**src/common/riscv_pkg.sv**
```systemverilog
/*
 * Shared types and constants of the five-stage RV32I pipeline.
 * Every stage module imports this package in its header.
 */
`default_nettype none

package riscv_pkg;

    typedef logic [31:0] word_t;
    typedef logic [29:0] word_addr_t;   // Byte address without bits 1:0
    typedef logic [4:0]  reg_addr_t;
    typedef logic [3:0]  alu_op_t;
    typedef logic [1:0]  fwd_sel_t;

    localparam alu_op_t ALU_NONE = 4'd0;  // Result is 0
    localparam alu_op_t ALU_ADD  = 4'd1;
    localparam alu_op_t ALU_SUB  = 4'd2;
    localparam alu_op_t ALU_AND  = 4'd3;
    localparam alu_op_t ALU_OR   = 4'd4;
    localparam alu_op_t ALU_XOR  = 4'd5;
    localparam alu_op_t ALU_SLL  = 4'd6;
    localparam alu_op_t ALU_SRL  = 4'd7;
    localparam alu_op_t ALU_SRA  = 4'd8;
    localparam alu_op_t ALU_SLT  = 4'd9;

    // Operand source in execute
    localparam fwd_sel_t FWD_REG = 2'd0;
    localparam fwd_sel_t FWD_MEM = 2'd1;
    localparam fwd_sel_t FWD_WB  = 2'd2;

    localparam logic [6:0] OPC_OP     = 7'b0110011;
    localparam logic [6:0] OPC_OP_IMM = 7'b0010011;
    localparam logic [6:0] OPC_LOAD   = 7'b0000011;
    localparam logic [6:0] OPC_STORE  = 7'b0100011;
    localparam logic [6:0] OPC_BRANCH = 7'b1100011;

    localparam word_t NOP_INSTR = 32'h0000_0013;  // addi x0, x0, 0

    typedef struct packed {
        logic      alu_src;     // Operand b from imm
        logic      mem_read;
        logic      mem_write;
        logic      reg_write;
        alu_op_t   alu_op;
        word_t     rs1_data;
        word_t     rs2_data;
        word_t     imm;
        reg_addr_t rs1;
        reg_addr_t rs2;
        reg_addr_t rd;
    } id_ex_t;

    typedef struct packed {
        logic      mem_read;
        logic      mem_write;
        logic      reg_write;
        reg_addr_t rd;
        word_t     alu_result;  // Also the data address
        word_t     store_data;
    } ex_mem_t;

endpackage

`default_nettype wire

```
**src/fetch_stage.sv**
```systemverilog
/*
 * Fetch stage. Owns the fetch program counter and the instruction
 * register that feeds decode, with branch flush and stall hold.
 */
`timescale 1ns/100ps
`default_nettype none

module fetch_stage
    import riscv_pkg::*;
(
    input  logic       clk,
    input  logic       rst_n,
    input  logic       hold,           // Load-use bubble
    input  logic       stall,
    input  logic       branch_taken,
    input  word_t      branch_target,
    output word_addr_t imem_addr,
    input  word_t      imem_rdata,
    output word_t      pc,             // Address of instr
    output word_t      instr
);
    word_t fetch_pc;

    assign imem_addr = fetch_pc[31:2];

    always_ff @(posedge clk) begin
        if (!rst_n) begin
            fetch_pc <= '0;
            pc       <= '0;
            instr    <= NOP_INSTR;
        end else if (stall || hold) begin
            fetch_pc <= fetch_pc;   // Freeze
        end else if (branch_taken) begin
            fetch_pc <= branch_target;
            pc       <= fetch_pc;
            instr    <= NOP_INSTR;  // Flush the slot behind the branch
        end else begin
            fetch_pc <= fetch_pc + 32'd4;
            pc       <= fetch_pc;
            instr    <= imem_rdata;
        end
    end

endmodule

`default_nettype wire

```
**src/decode_stage.sv**
```systemverilog
/*
 * Decode stage. Builds control bits, immediates and the ALU operation,
 * resolves beq and bne against the register file values, and loads
 * the decode-to-execute register.
 */
`timescale 1ns/100ps
`default_nettype none

module decode_stage
    import riscv_pkg::*;
(
    input  logic      clk,
    input  logic      rst_n,
    input  logic      stall,
    input  logic      load_stall,
    input  word_t     pc,
    input  word_t     instr,
    output reg_addr_t rs1,
    output reg_addr_t rs2,
    input  word_t     rs1_data,
    input  word_t     rs2_data,
    output logic      uses_rs2,
    output logic      branch_taken,
    output word_t     branch_target,
    output id_ex_t    id_ex
);
    logic [6:0] opcode;
    logic [2:0] funct3;
    logic       is_op;
    logic       is_op_imm;
    logic       is_load;
    logic       is_store;
    logic       is_branch;
    logic       equal;
    word_t      imm;
    word_t      imm_b;
    alu_op_t    alu_op;
    id_ex_t     id_ex_next;

    assign opcode    = instr[6:0];
    assign funct3    = instr[14:12];
    assign rs1       = instr[19:15];
    assign rs2       = instr[24:20];
    assign is_op     = (opcode == OPC_OP);
    assign is_op_imm = (opcode == OPC_OP_IMM);
    assign is_load   = (opcode == OPC_LOAD);
    assign is_store  = (opcode == OPC_STORE);
    assign is_branch = (opcode == OPC_BRANCH);
    assign uses_rs2  = is_op | is_store | is_branch;

    always_comb begin
        if (is_store)
            imm = {{20{instr[31]}}, instr[31:25], instr[11:7]};
        else if (is_op_imm && (funct3 == 3'b001 || funct3 == 3'b101))
            imm = {27'd0, instr[24:20]};  // Shift amount
        else
            imm = {{20{instr[31]}}, instr[31:20]};
    end

    always_comb begin
        alu_op = ALU_NONE;
        if (is_op || is_op_imm) begin
            case (funct3)
                3'b000:  alu_op = (is_op && instr[30]) ? ALU_SUB : ALU_ADD;
                3'b001:  alu_op = is_op_imm ? ALU_SLL : ALU_NONE;
                3'b010:  alu_op = ALU_SLT;
                3'b100:  alu_op = ALU_XOR;
                3'b101:  alu_op = !is_op_imm ? ALU_NONE : (instr[30] ? ALU_SRA : ALU_SRL);
                3'b110:  alu_op = ALU_OR;
                default: alu_op = ALU_AND;
            endcase
        end else if (is_load || is_store) begin
            alu_op = ALU_ADD;   // Address calc
        end
    end

    // Branch resolve, no forwarding into the compare
    assign equal         = (rs1_data == rs2_data);
    assign imm_b         = {{20{instr[31]}}, instr[7], instr[30:25], instr[11:8], 1'b0};
    assign branch_target = pc + imm_b;
    assign branch_taken  = is_branch & (((funct3 == 3'b000) & equal) |
                                        ((funct3 == 3'b001) & ~equal));

    always_comb begin
        id_ex_next.alu_src   = is_op_imm | is_load | is_store;
        id_ex_next.mem_read  = is_load;
        id_ex_next.mem_write = is_store;
        id_ex_next.reg_write = is_op | is_op_imm | is_load;
        id_ex_next.alu_op    = alu_op;
        id_ex_next.rs1_data  = rs1_data;
        id_ex_next.rs2_data  = rs2_data;
        id_ex_next.imm       = imm;
        id_ex_next.rs1       = rs1;
        id_ex_next.rs2       = rs2;
        id_ex_next.rd        = instr[11:7];
    end

    always_ff @(posedge clk) begin
        if (!rst_n)
            id_ex <= '0;
        else if (!stall)
            id_ex <= load_stall ? '0 : id_ex_next;  // Zero-control bubble
    end

endmodule

`default_nettype wire

```
**src/reg_file.sv**
```systemverilog
/*
 * Integer register file, 32 words, two read ports and one write port.
 * A write in the same cycle is visible on the read ports.
 */
`timescale 1ns/100ps
`default_nettype none

module reg_file
    import riscv_pkg::*;
(
    input  logic      clk,
    input  logic      rst_n,
    input  reg_addr_t rs1,
    input  reg_addr_t rs2,
    output word_t     rs1_data,
    output word_t     rs2_data,
    input  logic      wb_we,
    input  reg_addr_t wb_rd,
    input  word_t     wb_data
);
    word_t regs [32];
    logic  wr_en;

    assign wr_en = wb_we && (wb_rd != '0);  // x0 stays 0

    always_ff @(posedge clk) begin
        if (!rst_n) begin
            for (int i = 0; i < 32; i++)
                regs[i] <= '0;
        end else if (wr_en) begin
            regs[wb_rd] <= wb_data;
        end
    end

    assign rs1_data = (wr_en && wb_rd == rs1) ? wb_data : regs[rs1];
    assign rs2_data = (wr_en && wb_rd == rs2) ? wb_data : regs[rs2];

endmodule

`default_nettype wire

```
**src/hazard_unit.sv**
```systemverilog
/*
 * Hazard logic. Detects a load followed by a dependent instruction
 * and picks the forwarding source for both execute operands.
 */
`timescale 1ns/100ps
`default_nettype none

module hazard_unit
    import riscv_pkg::*;
(
    input  reg_addr_t rs1,        // Decode operands
    input  reg_addr_t rs2,
    input  logic      uses_rs2,
    input  id_ex_t    id_ex,
    input  ex_mem_t   ex_mem,
    input  logic      wb_we,
    input  reg_addr_t wb_rd,
    output fwd_sel_t  fwd_a,
    output fwd_sel_t  fwd_b,
    output logic      load_stall
);
    // Memory stage wins, it holds the younger result
    function automatic fwd_sel_t fwd_select(reg_addr_t src, logic mem_we, reg_addr_t mem_rd,
                                            logic wb_en, reg_addr_t wb_dst);
        if (mem_we && mem_rd != '0 && mem_rd == src)
            return FWD_MEM;
        else if (wb_en && wb_dst != '0 && wb_dst == src)
            return FWD_WB;
        return FWD_REG;
    endfunction

    assign fwd_a = fwd_select(id_ex.rs1, ex_mem.reg_write, ex_mem.rd, wb_we, wb_rd);
    assign fwd_b = fwd_select(id_ex.rs2, ex_mem.reg_write, ex_mem.rd, wb_we, wb_rd);

    assign load_stall = id_ex.mem_read && (id_ex.rd != '0) &&
                        ((id_ex.rd == rs1) || (uses_rs2 && id_ex.rd == rs2));

endmodule

`default_nettype wire

```
**src/execute_stage.sv**
```systemverilog
/*
 * Execute stage. Forwards operands from the memory and writeback
 * stages, runs the ALU and loads the execute-to-memory register.
 */
`timescale 1ns/100ps
`default_nettype none

module execute_stage
    import riscv_pkg::*;
(
    input  logic     clk,
    input  logic     rst_n,
    input  logic     stall,
    input  id_ex_t   id_ex,
    input  fwd_sel_t fwd_a,
    input  fwd_sel_t fwd_b,
    input  word_t    wb_data,
    output ex_mem_t  ex_mem
);
    word_t   rs1_fwd;
    word_t   rs2_fwd;
    word_t   op_b;
    word_t   result;
    ex_mem_t ex_mem_next;

    function automatic word_t fwd_mux(fwd_sel_t sel, word_t reg_val, word_t mem_val,
                                      word_t wb_val);
        case (sel)
            FWD_MEM: return mem_val;
            FWD_WB:  return wb_val;
            default: return reg_val;
        endcase
    endfunction

    assign rs1_fwd = fwd_mux(fwd_a, id_ex.rs1_data, ex_mem.alu_result, wb_data);
    assign rs2_fwd = fwd_mux(fwd_b, id_ex.rs2_data, ex_mem.alu_result, wb_data);
    assign op_b    = id_ex.alu_src ? id_ex.imm : rs2_fwd;  // Imm never overridden

    always_comb begin
        case (id_ex.alu_op)
            ALU_ADD: result = rs1_fwd + op_b;
            ALU_SUB: result = rs1_fwd - op_b;
            ALU_AND: result = rs1_fwd & op_b;
            ALU_OR:  result = rs1_fwd | op_b;
            ALU_XOR: result = rs1_fwd ^ op_b;
            ALU_SLL: result = rs1_fwd << op_b[4:0];
            ALU_SRL: result = rs1_fwd >> op_b[4:0];
            ALU_SRA: result = $signed(rs1_fwd) >>> op_b[4:0];
            ALU_SLT: result = {31'd0, $signed(rs1_fwd) < $signed(op_b)};
            default: result = '0;
        endcase
    end

    always_comb begin
        ex_mem_next.mem_read   = id_ex.mem_read;
        ex_mem_next.mem_write  = id_ex.mem_write;
        ex_mem_next.reg_write  = id_ex.reg_write;
        ex_mem_next.rd         = id_ex.rd;
        ex_mem_next.alu_result = result;
        ex_mem_next.store_data = rs2_fwd;   // Forwarded store data
    end

    always_ff @(posedge clk) begin
        if (!rst_n)
            ex_mem <= '0;
        else if (!stall)
            ex_mem <= ex_mem_next;
    end

endmodule

`default_nettype wire

```
**src/result_stage.sv**
```systemverilog
/*
 * Memory and writeback. Drives the data port straight from the
 * execute-to-memory register, then registers the result for writeback.
 */
`timescale 1ns/100ps
`default_nettype none

module result_stage
    import riscv_pkg::*;
(
    input  logic       clk,
    input  logic       rst_n,
    input  ex_mem_t    ex_mem,
    output logic       dmem_ren,
    output logic       dmem_wen,
    output word_addr_t dmem_addr,
    output word_t      dmem_wdata,
    input  word_t      dmem_rdata,
    input  logic       dmem_stall,
    output logic       wb_we,
    output reg_addr_t  wb_rd,
    output word_t      wb_data
);
    logic  wb_load;
    word_t wb_alu;
    word_t wb_mem;

    assign dmem_ren   = ex_mem.mem_read;
    assign dmem_wen   = ex_mem.mem_write;
    assign dmem_addr  = ex_mem.alu_result[31:2];
    assign dmem_wdata = ex_mem.store_data;

    always_ff @(posedge clk) begin
        if (!rst_n) begin
            wb_we   <= 1'b0;
            wb_load <= 1'b0;
        end else if (!dmem_stall) begin
            wb_we   <= ex_mem.reg_write;
            wb_load <= ex_mem.mem_read;
        end
    end

    // Payload, read data valid once stall drops
    always_ff @(posedge clk) begin
        if (!dmem_stall) begin
            wb_rd  <= ex_mem.rd;
            wb_alu <= ex_mem.alu_result;
            wb_mem <= dmem_rdata;
        end
    end

    assign wb_data = wb_load ? wb_mem : wb_alu;

endmodule

`default_nettype wire

```
**src/riscv_core.sv**
```systemverilog
/*
 * Five-stage RV32I core top. Connects fetch, decode, register file,
 * hazard logic, execute and memory/writeback to the two memory ports.
 */
`timescale 1ns/100ps
`default_nettype none

module riscv_core
    import riscv_pkg::*;
(
    input  logic       clk,
    input  logic       rst_n,
    output word_addr_t imem_addr,
    input  word_t      imem_rdata,
    output logic       dmem_ren,
    output logic       dmem_wen,
    output word_addr_t dmem_addr,
    output word_t      dmem_wdata,
    input  word_t      dmem_rdata,
    input  logic       dmem_stall
);
    word_t     pc;
    word_t     instr;
    logic      branch_taken;
    word_t     branch_target;
    reg_addr_t rs1;
    reg_addr_t rs2;
    word_t     rs1_data;
    word_t     rs2_data;
    logic      uses_rs2;
    id_ex_t    id_ex;
    ex_mem_t   ex_mem;
    fwd_sel_t  fwd_a;
    fwd_sel_t  fwd_b;
    logic      load_stall;
    logic      wb_we;
    reg_addr_t wb_rd;
    word_t     wb_data;

    fetch_stage fetch_stage_inst (
        .clk, .rst_n, .hold(load_stall), .stall(dmem_stall), .branch_taken,
        .branch_target, .imem_addr, .imem_rdata, .pc, .instr
    );

    decode_stage decode_stage_inst (
        .clk, .rst_n, .stall(dmem_stall), .load_stall, .pc, .instr, .rs1, .rs2,
        .rs1_data, .rs2_data, .uses_rs2, .branch_taken, .branch_target, .id_ex
    );

    reg_file reg_file_inst (
        .clk, .rst_n, .rs1, .rs2, .rs1_data, .rs2_data, .wb_we, .wb_rd, .wb_data
    );

    hazard_unit hazard_unit_inst (
        .rs1, .rs2, .uses_rs2, .id_ex, .ex_mem, .wb_we, .wb_rd, .fwd_a, .fwd_b, .load_stall
    );

    execute_stage execute_stage_inst (
        .clk, .rst_n, .stall(dmem_stall), .id_ex, .fwd_a, .fwd_b, .wb_data, .ex_mem
    );

    result_stage result_stage_inst (
        .clk, .rst_n, .ex_mem, .dmem_ren, .dmem_wen, .dmem_addr, .dmem_wdata,
        .dmem_rdata, .dmem_stall, .wb_we, .wb_rd, .wb_data
    );

endmodule

`default_nettype wire

```
**config.mk**
```make
export PLATFORM = sky130hd
export DESIGN_NAME = riscv_core
export DESIGN_NICKNAME = d
export VERILOG_FILES = /design/src/common/riscv_pkg.sv /design/src/fetch_stage.sv /design/src/decode_stage.sv /design/src/reg_file.sv /design/src/hazard_unit.sv /design/src/execute_stage.sv /design/src/result_stage.sv /design/src/riscv_core.sv
export SDC_FILE = /design/constraint.sdc
export NUM_CORES = 2
export LEC_CHECK = 0
export CORE_MARGIN = 4
export CORE_UTILIZATION = 28
export CTS_CLUSTER_SIZE = 40
export DETAILED_ROUTE_END_ITERATION = 10
export DONT_BUFFER_PORTS = 1
export REMOVE_ABC_BUFFERS = 1
export SLEW_MARGIN = 20
export SYNTH_ARGS = -nofsm -noshare
export SYNTH_HDL_FRONTEND = slang
export SYNTH_HIERARCHICAL = 1
export SYNTH_SLANG_ARGS = --single-unit
export TNS_END_PERCENT = 5
```
**constraint.sdc**
```tcl
create_clock -name clk -period 6.3 [get_ports clk]
set_clock_uncertainty 0.05 [all_clocks]
set_input_delay 0.945 -clock clk [delete_from_list [all_inputs] [get_ports clk]]
set_output_delay 0.945 -clock clk [all_outputs]
set_load 0.05 [all_outputs]
```
# Word-level counts from Yosys, hierarchy flattened
# Memory sizes are Yosys's and may differ from the RTL's. A register that Yosys moved wholly into a read port is not among the register bits.
# Index checks and enable logic that the tools add are counted.
# W data, S select, Z words.
[classes]
add_sub_neg = 4
mul = 0
div = 0
n_lt_le_gt_ge = 1
n_eq_ne = 32
shift = 3
mux = 40
bitwise_logic = 14
n_reduce_logical = 23
[op_table]
columns = ["cell", "n"]
rows = [
  ["$mux W32", 9],
  ["$pmux W32 S9", 1],
  ["$pmux W32 S2", 2],
  ["$mux W119", 1],
  ["$add A32 B32 Y32", 2],
  ["$eq A5 B5 Y1", 8],
  ["$add A32 B3 Y32 const B", 1],
  ["$and A32 B32 Y32", 1],
  ["$eq A32 B32 Y1", 1],
  ["$lt A32 B32 Y1", 1],
  ["$or A32 B32 Y32", 1],
  ["$reduce_or A32 Y1", 1],
  ["$shl A32 B5 Y32", 1],
  ["$shr A32 B5 Y32", 1],
  ["$sshr A32 B5 Y32", 1],
  ["$sub A32 B32 Y32", 1],
  ["$xor A32 B32 Y32", 1],
  ["$mux W5", 5],
  ["$pmux W4 S6", 1],
  ["$eq A4 B3 Y1 const B", 4],
  ["$reduce_bool A5 Y1", 3],
  ["$eq A7 B6 Y1 const B", 2],
  ["$mux W2", 7],
  ["$logic_and A1 B1 Y1", 13],
  ["19 further kinds", 48],
]
[totals]
reg_bits = 358
latchBits = 0
ram_bits = 1024
mem_bits_ro = 0
input_bits = 67
out_inout_bits = 94
word_cells = 143
memories = 1
[mem_list]
columns = ["memory", "words", "width", "read_ports", "rd_clocked_by_memory_dff", "wr", "line", "text"]
rows = [
  ["reg_file_inst.regs", 32, 32, 2, 2, 32, "reg_file.sv:21", "word_t regs [32];"],
]

# Longest topological paths before layout
[depth]
word_depth = 12
ltp_mapped = 23

# Hierarchy
# The synthesis kept the hierarchy.
[by_module_without_submodules]
columns = ["module", "n_inst", "cells_each", "area_each_um2"]
rows = [
  ["reg_file", 1, 3499, 53612.7],
  ["execute_stage", 1, 1915, 12894.9],
  ["decode_stage", 1, 694, 6073.3],
  ["fetch_stage", 1, 592, 4503.1],
  ["result_stage", 1, 176, 3173.0],
  ["hazard_unit", 1, 49, 392.9],
]

# Worst setup path before layout
# OpenSTA, ideal clock, no wires.
[synth_timing]
kind = "register to register"
start = "reg execute_stage_inst/ex_mem[67] (netlist name)"
end = "reg execute_stage_inst/ex_mem[60] (netlist name)"
setup_time_ps = 122
arrival_time_ps = 5464
required_ps = 6128
setup_slack_ps = 665
stages_incl_launch_ff = 22
path_buffers = 4
cell_sequence = "dfxtp_1 -> or4_1 -> o21ai_2 -> nor4_1 -> nor4_2 -> ha_1 -> buf_2 -> or2_4 -> o221ai_2 -> clkbuf_1 -> clkbuf_1 -> ha_1 -> buf_2 -> nor2b_1 -> o211ai_1 -> nand3_1 -> a22oi_1 -> nor4b_1 -> o31ai_2 -> a31oi_1 -> mux2i_1 -> o311a_1"
[synth_between]
elab_chain_cells = 10
elab_cells_between_ends = 28
cone_classes = "add/sub: 2; eq/ne: 6; shift: 3; mux: 10; bitwise: 3; reduce/logical: 4"
[synth_rtl]
columns = ["item", "line", "text"]
rows = [
  ["$reduce_bool A5 Y1", "hazard_unit.sv:25", "if (mem_we && mem_rd != '0 && mem_rd == src)"],
  ["$logic_and A1 B1 Y1", "hazard_unit.sv:25", ""],
  ["$logic_and A1 B1 Y1 *", "hazard_unit.sv:25", ""],
  ["$mux W2 or $mux W1 (tied branches)", "hazard_unit.sv:25", ""],
  ["$mux W2 *", "hazard_unit.sv:29", "return FWD_REG;"],
  ["net fwd_b[0]", "riscv_core.sv:34", "fwd_sel_t fwd_b;"],
  ["$eq A2 B2 Y1 or $eq A2 B1 Y1 (tied branches)", "execute_stage.sv:28", "case (sel)"],
  ["$pmux W32 S2 *", "execute_stage.sv:28", ""],
  ["$mux W32 *", "execute_stage.sv:37", "assign op_b = id_ex.alu_src ? id_ex.imm : rs2_fwd;"],
  ["$sub A32 B32 Y32, or another cell as far along", "execute_stage.sv:42", "ALU_SUB: result = rs1_fwd - op_b;"],
  ["$pmux W32 S9 *", "execute_stage.sv:40", "case (id_ex.alu_op)"],
]
# The timed path passes the listed nets; every way through them passes the cells marked *.
# A chain may end at the register's enable or synchronous reset.

# Final worst setup path
[layout_timing]
start = "reg execute_stage_inst/ex_mem[67] (netlist name)"
end = "reg execute_stage_inst/ex_mem[57] (netlist name)"
[layout_between]
elab_chain_cells = 10
elab_cells_between_ends = 28
cone_classes = "add/sub: 2; eq/ne: 6; shift: 3; mux: 10; bitwise: 3; reduce/logical: 4"
[layout_rtl]
columns = ["item", "line"]
rows = [
  ["$reduce_bool A5 Y1", "hazard_unit.sv:25"],
  ["$logic_and A1 B1 Y1", "hazard_unit.sv:25"],
  ["$logic_and A1 B1 Y1 *", "hazard_unit.sv:25"],
  ["$mux W2 or $mux W1 (tied branches)", "hazard_unit.sv:25"],
  ["$mux W2 *", "hazard_unit.sv:29"],
  ["net fwd_b[0]", "riscv_core.sv:34"],
  ["$eq A2 B2 Y1 or $eq A2 B1 Y1 (tied branches)", "execute_stage.sv:28"],
  ["$pmux W32 S2 *", "execute_stage.sv:28"],
  ["$mux W32 *", "execute_stage.sv:37"],
  ["$sub A32 B32 Y32, or another cell as far along", "execute_stage.sv:42"],
  ["$pmux W32 S9 *", "execute_stage.sv:40"],
]
# Marks and branches as above.

==> results_dict.tcl <==
set metrics [dict create \
    outcome "finished clean" \
    hold_class "in -> reg" \
    reg2reg_slack_ns 0.25 \
    routedWlPerCell_um 28.6 \
    final.fill_count 28307 \
    finalPower_mw 23.6 \
    crit_top_cell "buf_4" \
    syn_area_mm2 0.0806 \
    worstSetupEndpointType "register" \
    die_area_mm2 0.296 \
    p_leak_nw 31.5 \
    timing.rr.start "execute_stage_inst/ex_mem[67]" \
    clk_path_buf_depth 3 \
    final_cell_mix "edfxtp_1 (1093), and2_1 (1016), mux4_2 (508), nand2_1 (399), buf_4 (311)" \
    place_area_mm2 0.0853 \
    required_ns 6.95 \
    start_util_pct 28.2 \
    seq_area_mm2 0.0382 \
    grt_pass1_vias 58327 \
    period_needed_ns 6.05 \
    synth_warnings 6 \
    drcViolationCount 0 \
    place_hpwl_um 210000 \
    r2r_cells 21 \
    dr_total_vias 60098 \
    cts-buffers-inserted 159 \
    critPathLaunchType "register" \
    post-route-cell-area_mm2 0.0907 \
    grt_pass1_wl_um 433000 \
    slowest_delay_ns 0.61 \
    maxSlewViolCount 0 \
    ir_worst_vdd_mv 0.244 \
    num_io_pins 161 \
    gp_congestion 0.990 \
    worst-path-max-fanout 14 \
    pre_cts_slack_ns 0.106 \
    period_share_pct 96.0 \
    hold_ws_ns 0.159 \
    detail-route-antenna-nets 0 \
    core_mm2 0.286 \
    dr.pass1.iters 6 \
    whs_path_depth 0 \
    drive_above_1_share_pct 18.7 \
    fp.dieW_um 544 \
    hold_viol 0 \
    p_per_area_mw_per_mm2 260 \
    track_usage_pct 19.8 \
    cp_cell_sequence "or4_1, o21ai_2, nor4_2, nor4_2, buf_4, ha_2, buf_4, buf_4, a22oi_1, nor2_1, a21oi_1, o21ai_0, ha_1, nand2b_1, o22ai_1, a221oi_1, o221ai_1, a211oi_1, buf_4, nand4_1, a22o_1" \
    synthCells 6916 \
    crit_path_top_delay_cell "a221oi_1" \
    maxCapViolations 0 \
    final_common_cell "edfxtp_1" \
    slew_headroom_pct 22.4 \
    clk_pin_slew_worst_paths_ns 0.06 \
    fmax_mhz 165 \
    hp-start "dmem_rdata[14]" \
    layout_setup_ws_ns 0.251 \
    final_nets 6900 \
    setup_viol 0 \
    antenna_found_initial 32 \
    clock_sinks 1360 \
    grt_overflow 0 \
    multiInputGateArea_mm2 0.0390 \
    critPathArrivalTime_ns 6.70 \
    critical_path.top_delay_family "compound AO/OA/AOI/OAI gates" \
    grt_max_degree 208 \
    htree_levels 4 \
    holdPathEnd "result_stage_inst/wb_mem[14]" \
    cts-root-buf "clkbuf_16" \
    drt_iter0_drc 8024 \
    fin_tns_setup_ns 0 \
    max_slew.worst_pin.slew_ns 1.16 \
    wl_um 303000 \
    grt_setup_unrepaired "false" \
    row_count 196 \
    area_growth_pct 12.5 \
    die_height_um 544 \
    path_class "reg -> reg" \
    path_buf_inv 4 \
    vias_per_cell 5.67 \
    clk_latency_ns 0.83 \
    port_buffers 0 \
    cts_tree "yes" \
    r2r-end "execute_stage_inst/ex_mem[57]" \
    syn_area_per_cell_um2 11.7 \
]
-- worst max path at each step --
stage	to	slack, ns	start	cells past startpoint
floorplan	fetch_stage_inst/fetch_pc[11]	-14.65	fetch_stage_inst/instr[15]	13
global placement	execute_stage_inst/ex_mem[63]	0.12	execute_stage_inst/ex_mem[67]	20
detailed placement	execute_stage_inst/ex_mem[63]	0.11	execute_stage_inst/ex_mem[64]	20
CTS	execute_stage_inst/ex_mem[63]	0.05	execute_stage_inst/ex_mem[64]	20
global route	execute_stage_inst/ex_mem[63]	0.01	execute_stage_inst/ex_mem[67]	24
finish	execute_stage_inst/ex_mem[57]	0.25	execute_stage_inst/ex_mem[67]	21
-- worst reg2reg max path: stages, from the launching register on --
cell,delay [ns]
dfxtp_1,0.35
or4_1,0.56
o21ai_2,0.17
nor4_2,0.10
nor4_2,0.41
buf_4,0.19
ha_2,0.28
buf_4,0.24
buf_4,0.24
a22oi_1,0.11
nor2_1,0.13
a21oi_1,0.09
o21ai_0,0.44
ha_1,0.48
nand2b_1,0.15
o22ai_1,0.11
a221oi_1,0.61
o221ai_1,0.24
a211oi_1,0.42
buf_4,0.21
nand4_1,0.11
a22o_1,0.24
-- layer usage --
layer | global-route usage (%) | vias to the layer above | part of all wire [%] | routed length [um]
met2 | 30.9 | 3463 | 45 | 136000
met5 | 0 | - | 0.046 | 140
met3 | 4.75 | 592 | 11 | 32400
met4 | 6.54 | 20 | 3.6 | 11000
met1 | 27.0 | 30516 | 41 | 123000
li1 | - | 25507 | - | -
-- layout make-up --
| type | instances | share of cell area, % |
|---|---|---|
| tap | 3762 | 5.19 |
| multi-input combinational | 4714 | 43.0 |
| timing repair buffer | 345 | 3.33 |
| sequential | 1360 | 42.1 |
| clock buffer | 214 | 4.80 |
| antenna | 6 | 0.0166 |
| clock inverter | 80 | 1.02 |
| inverter | 118 | 0.493 |
-- flip-flops by register name (all words and copies together), names as in the netlist --
| name | cells |
|---|---|
| fetch_stage_inst/pc | 31 |
| result_stage_inst/wb_load | 1 |
| result_stage_inst/wb_rd | 5 |
| fetch_stage_inst/instr | 32 |
| fetch_stage_inst/fetch_pc | 31 |
| result_stage_inst/wb_we | 1 |
| reg_file_inst/regs | 1024 |
| result_stage_inst/wb_alu | 32 |
| execute_stage_inst/ex_mem | 72 |
| result_stage_inst/wb_mem | 32 |
| decode_stage_inst/id_ex | 99 |
-- metrics by stage --
| stage | std cells | utilization, % |
|---|---|---|
| after floorplan | 6192 | - |
| after global placement | 10299 | 29.9 |
| after detailed placement | 10299 | 29.9 |
| after CTS | 10593 | 31.7 |
| after global routing | 10594 | 31.7 |
| final | 10599 | 31.7 |
-- where the power goes --
| group | leakage, nW | switching, mW | internal [mW] | total, mW |
|---|---|---|---|---|
| Clock | 2.54 | 4.01 | 5.31 | 9.33 |
| Sequential | 13.4 | 0.315 | 10.0 | 10.3 |
| Combinational | 15.6 | 2.46 | 1.43 | 3.89 |
| Total | 31.5 | 6.78 | 16.8 | 23.6 |
-- repair_timing --
item	4_1_cts	5_1_grt
resized for setup	0	13
buffers inserted	0	0
setup endpoints to repair	0	10
hold buffers	0	0
(Power assumes the default switching activity.)
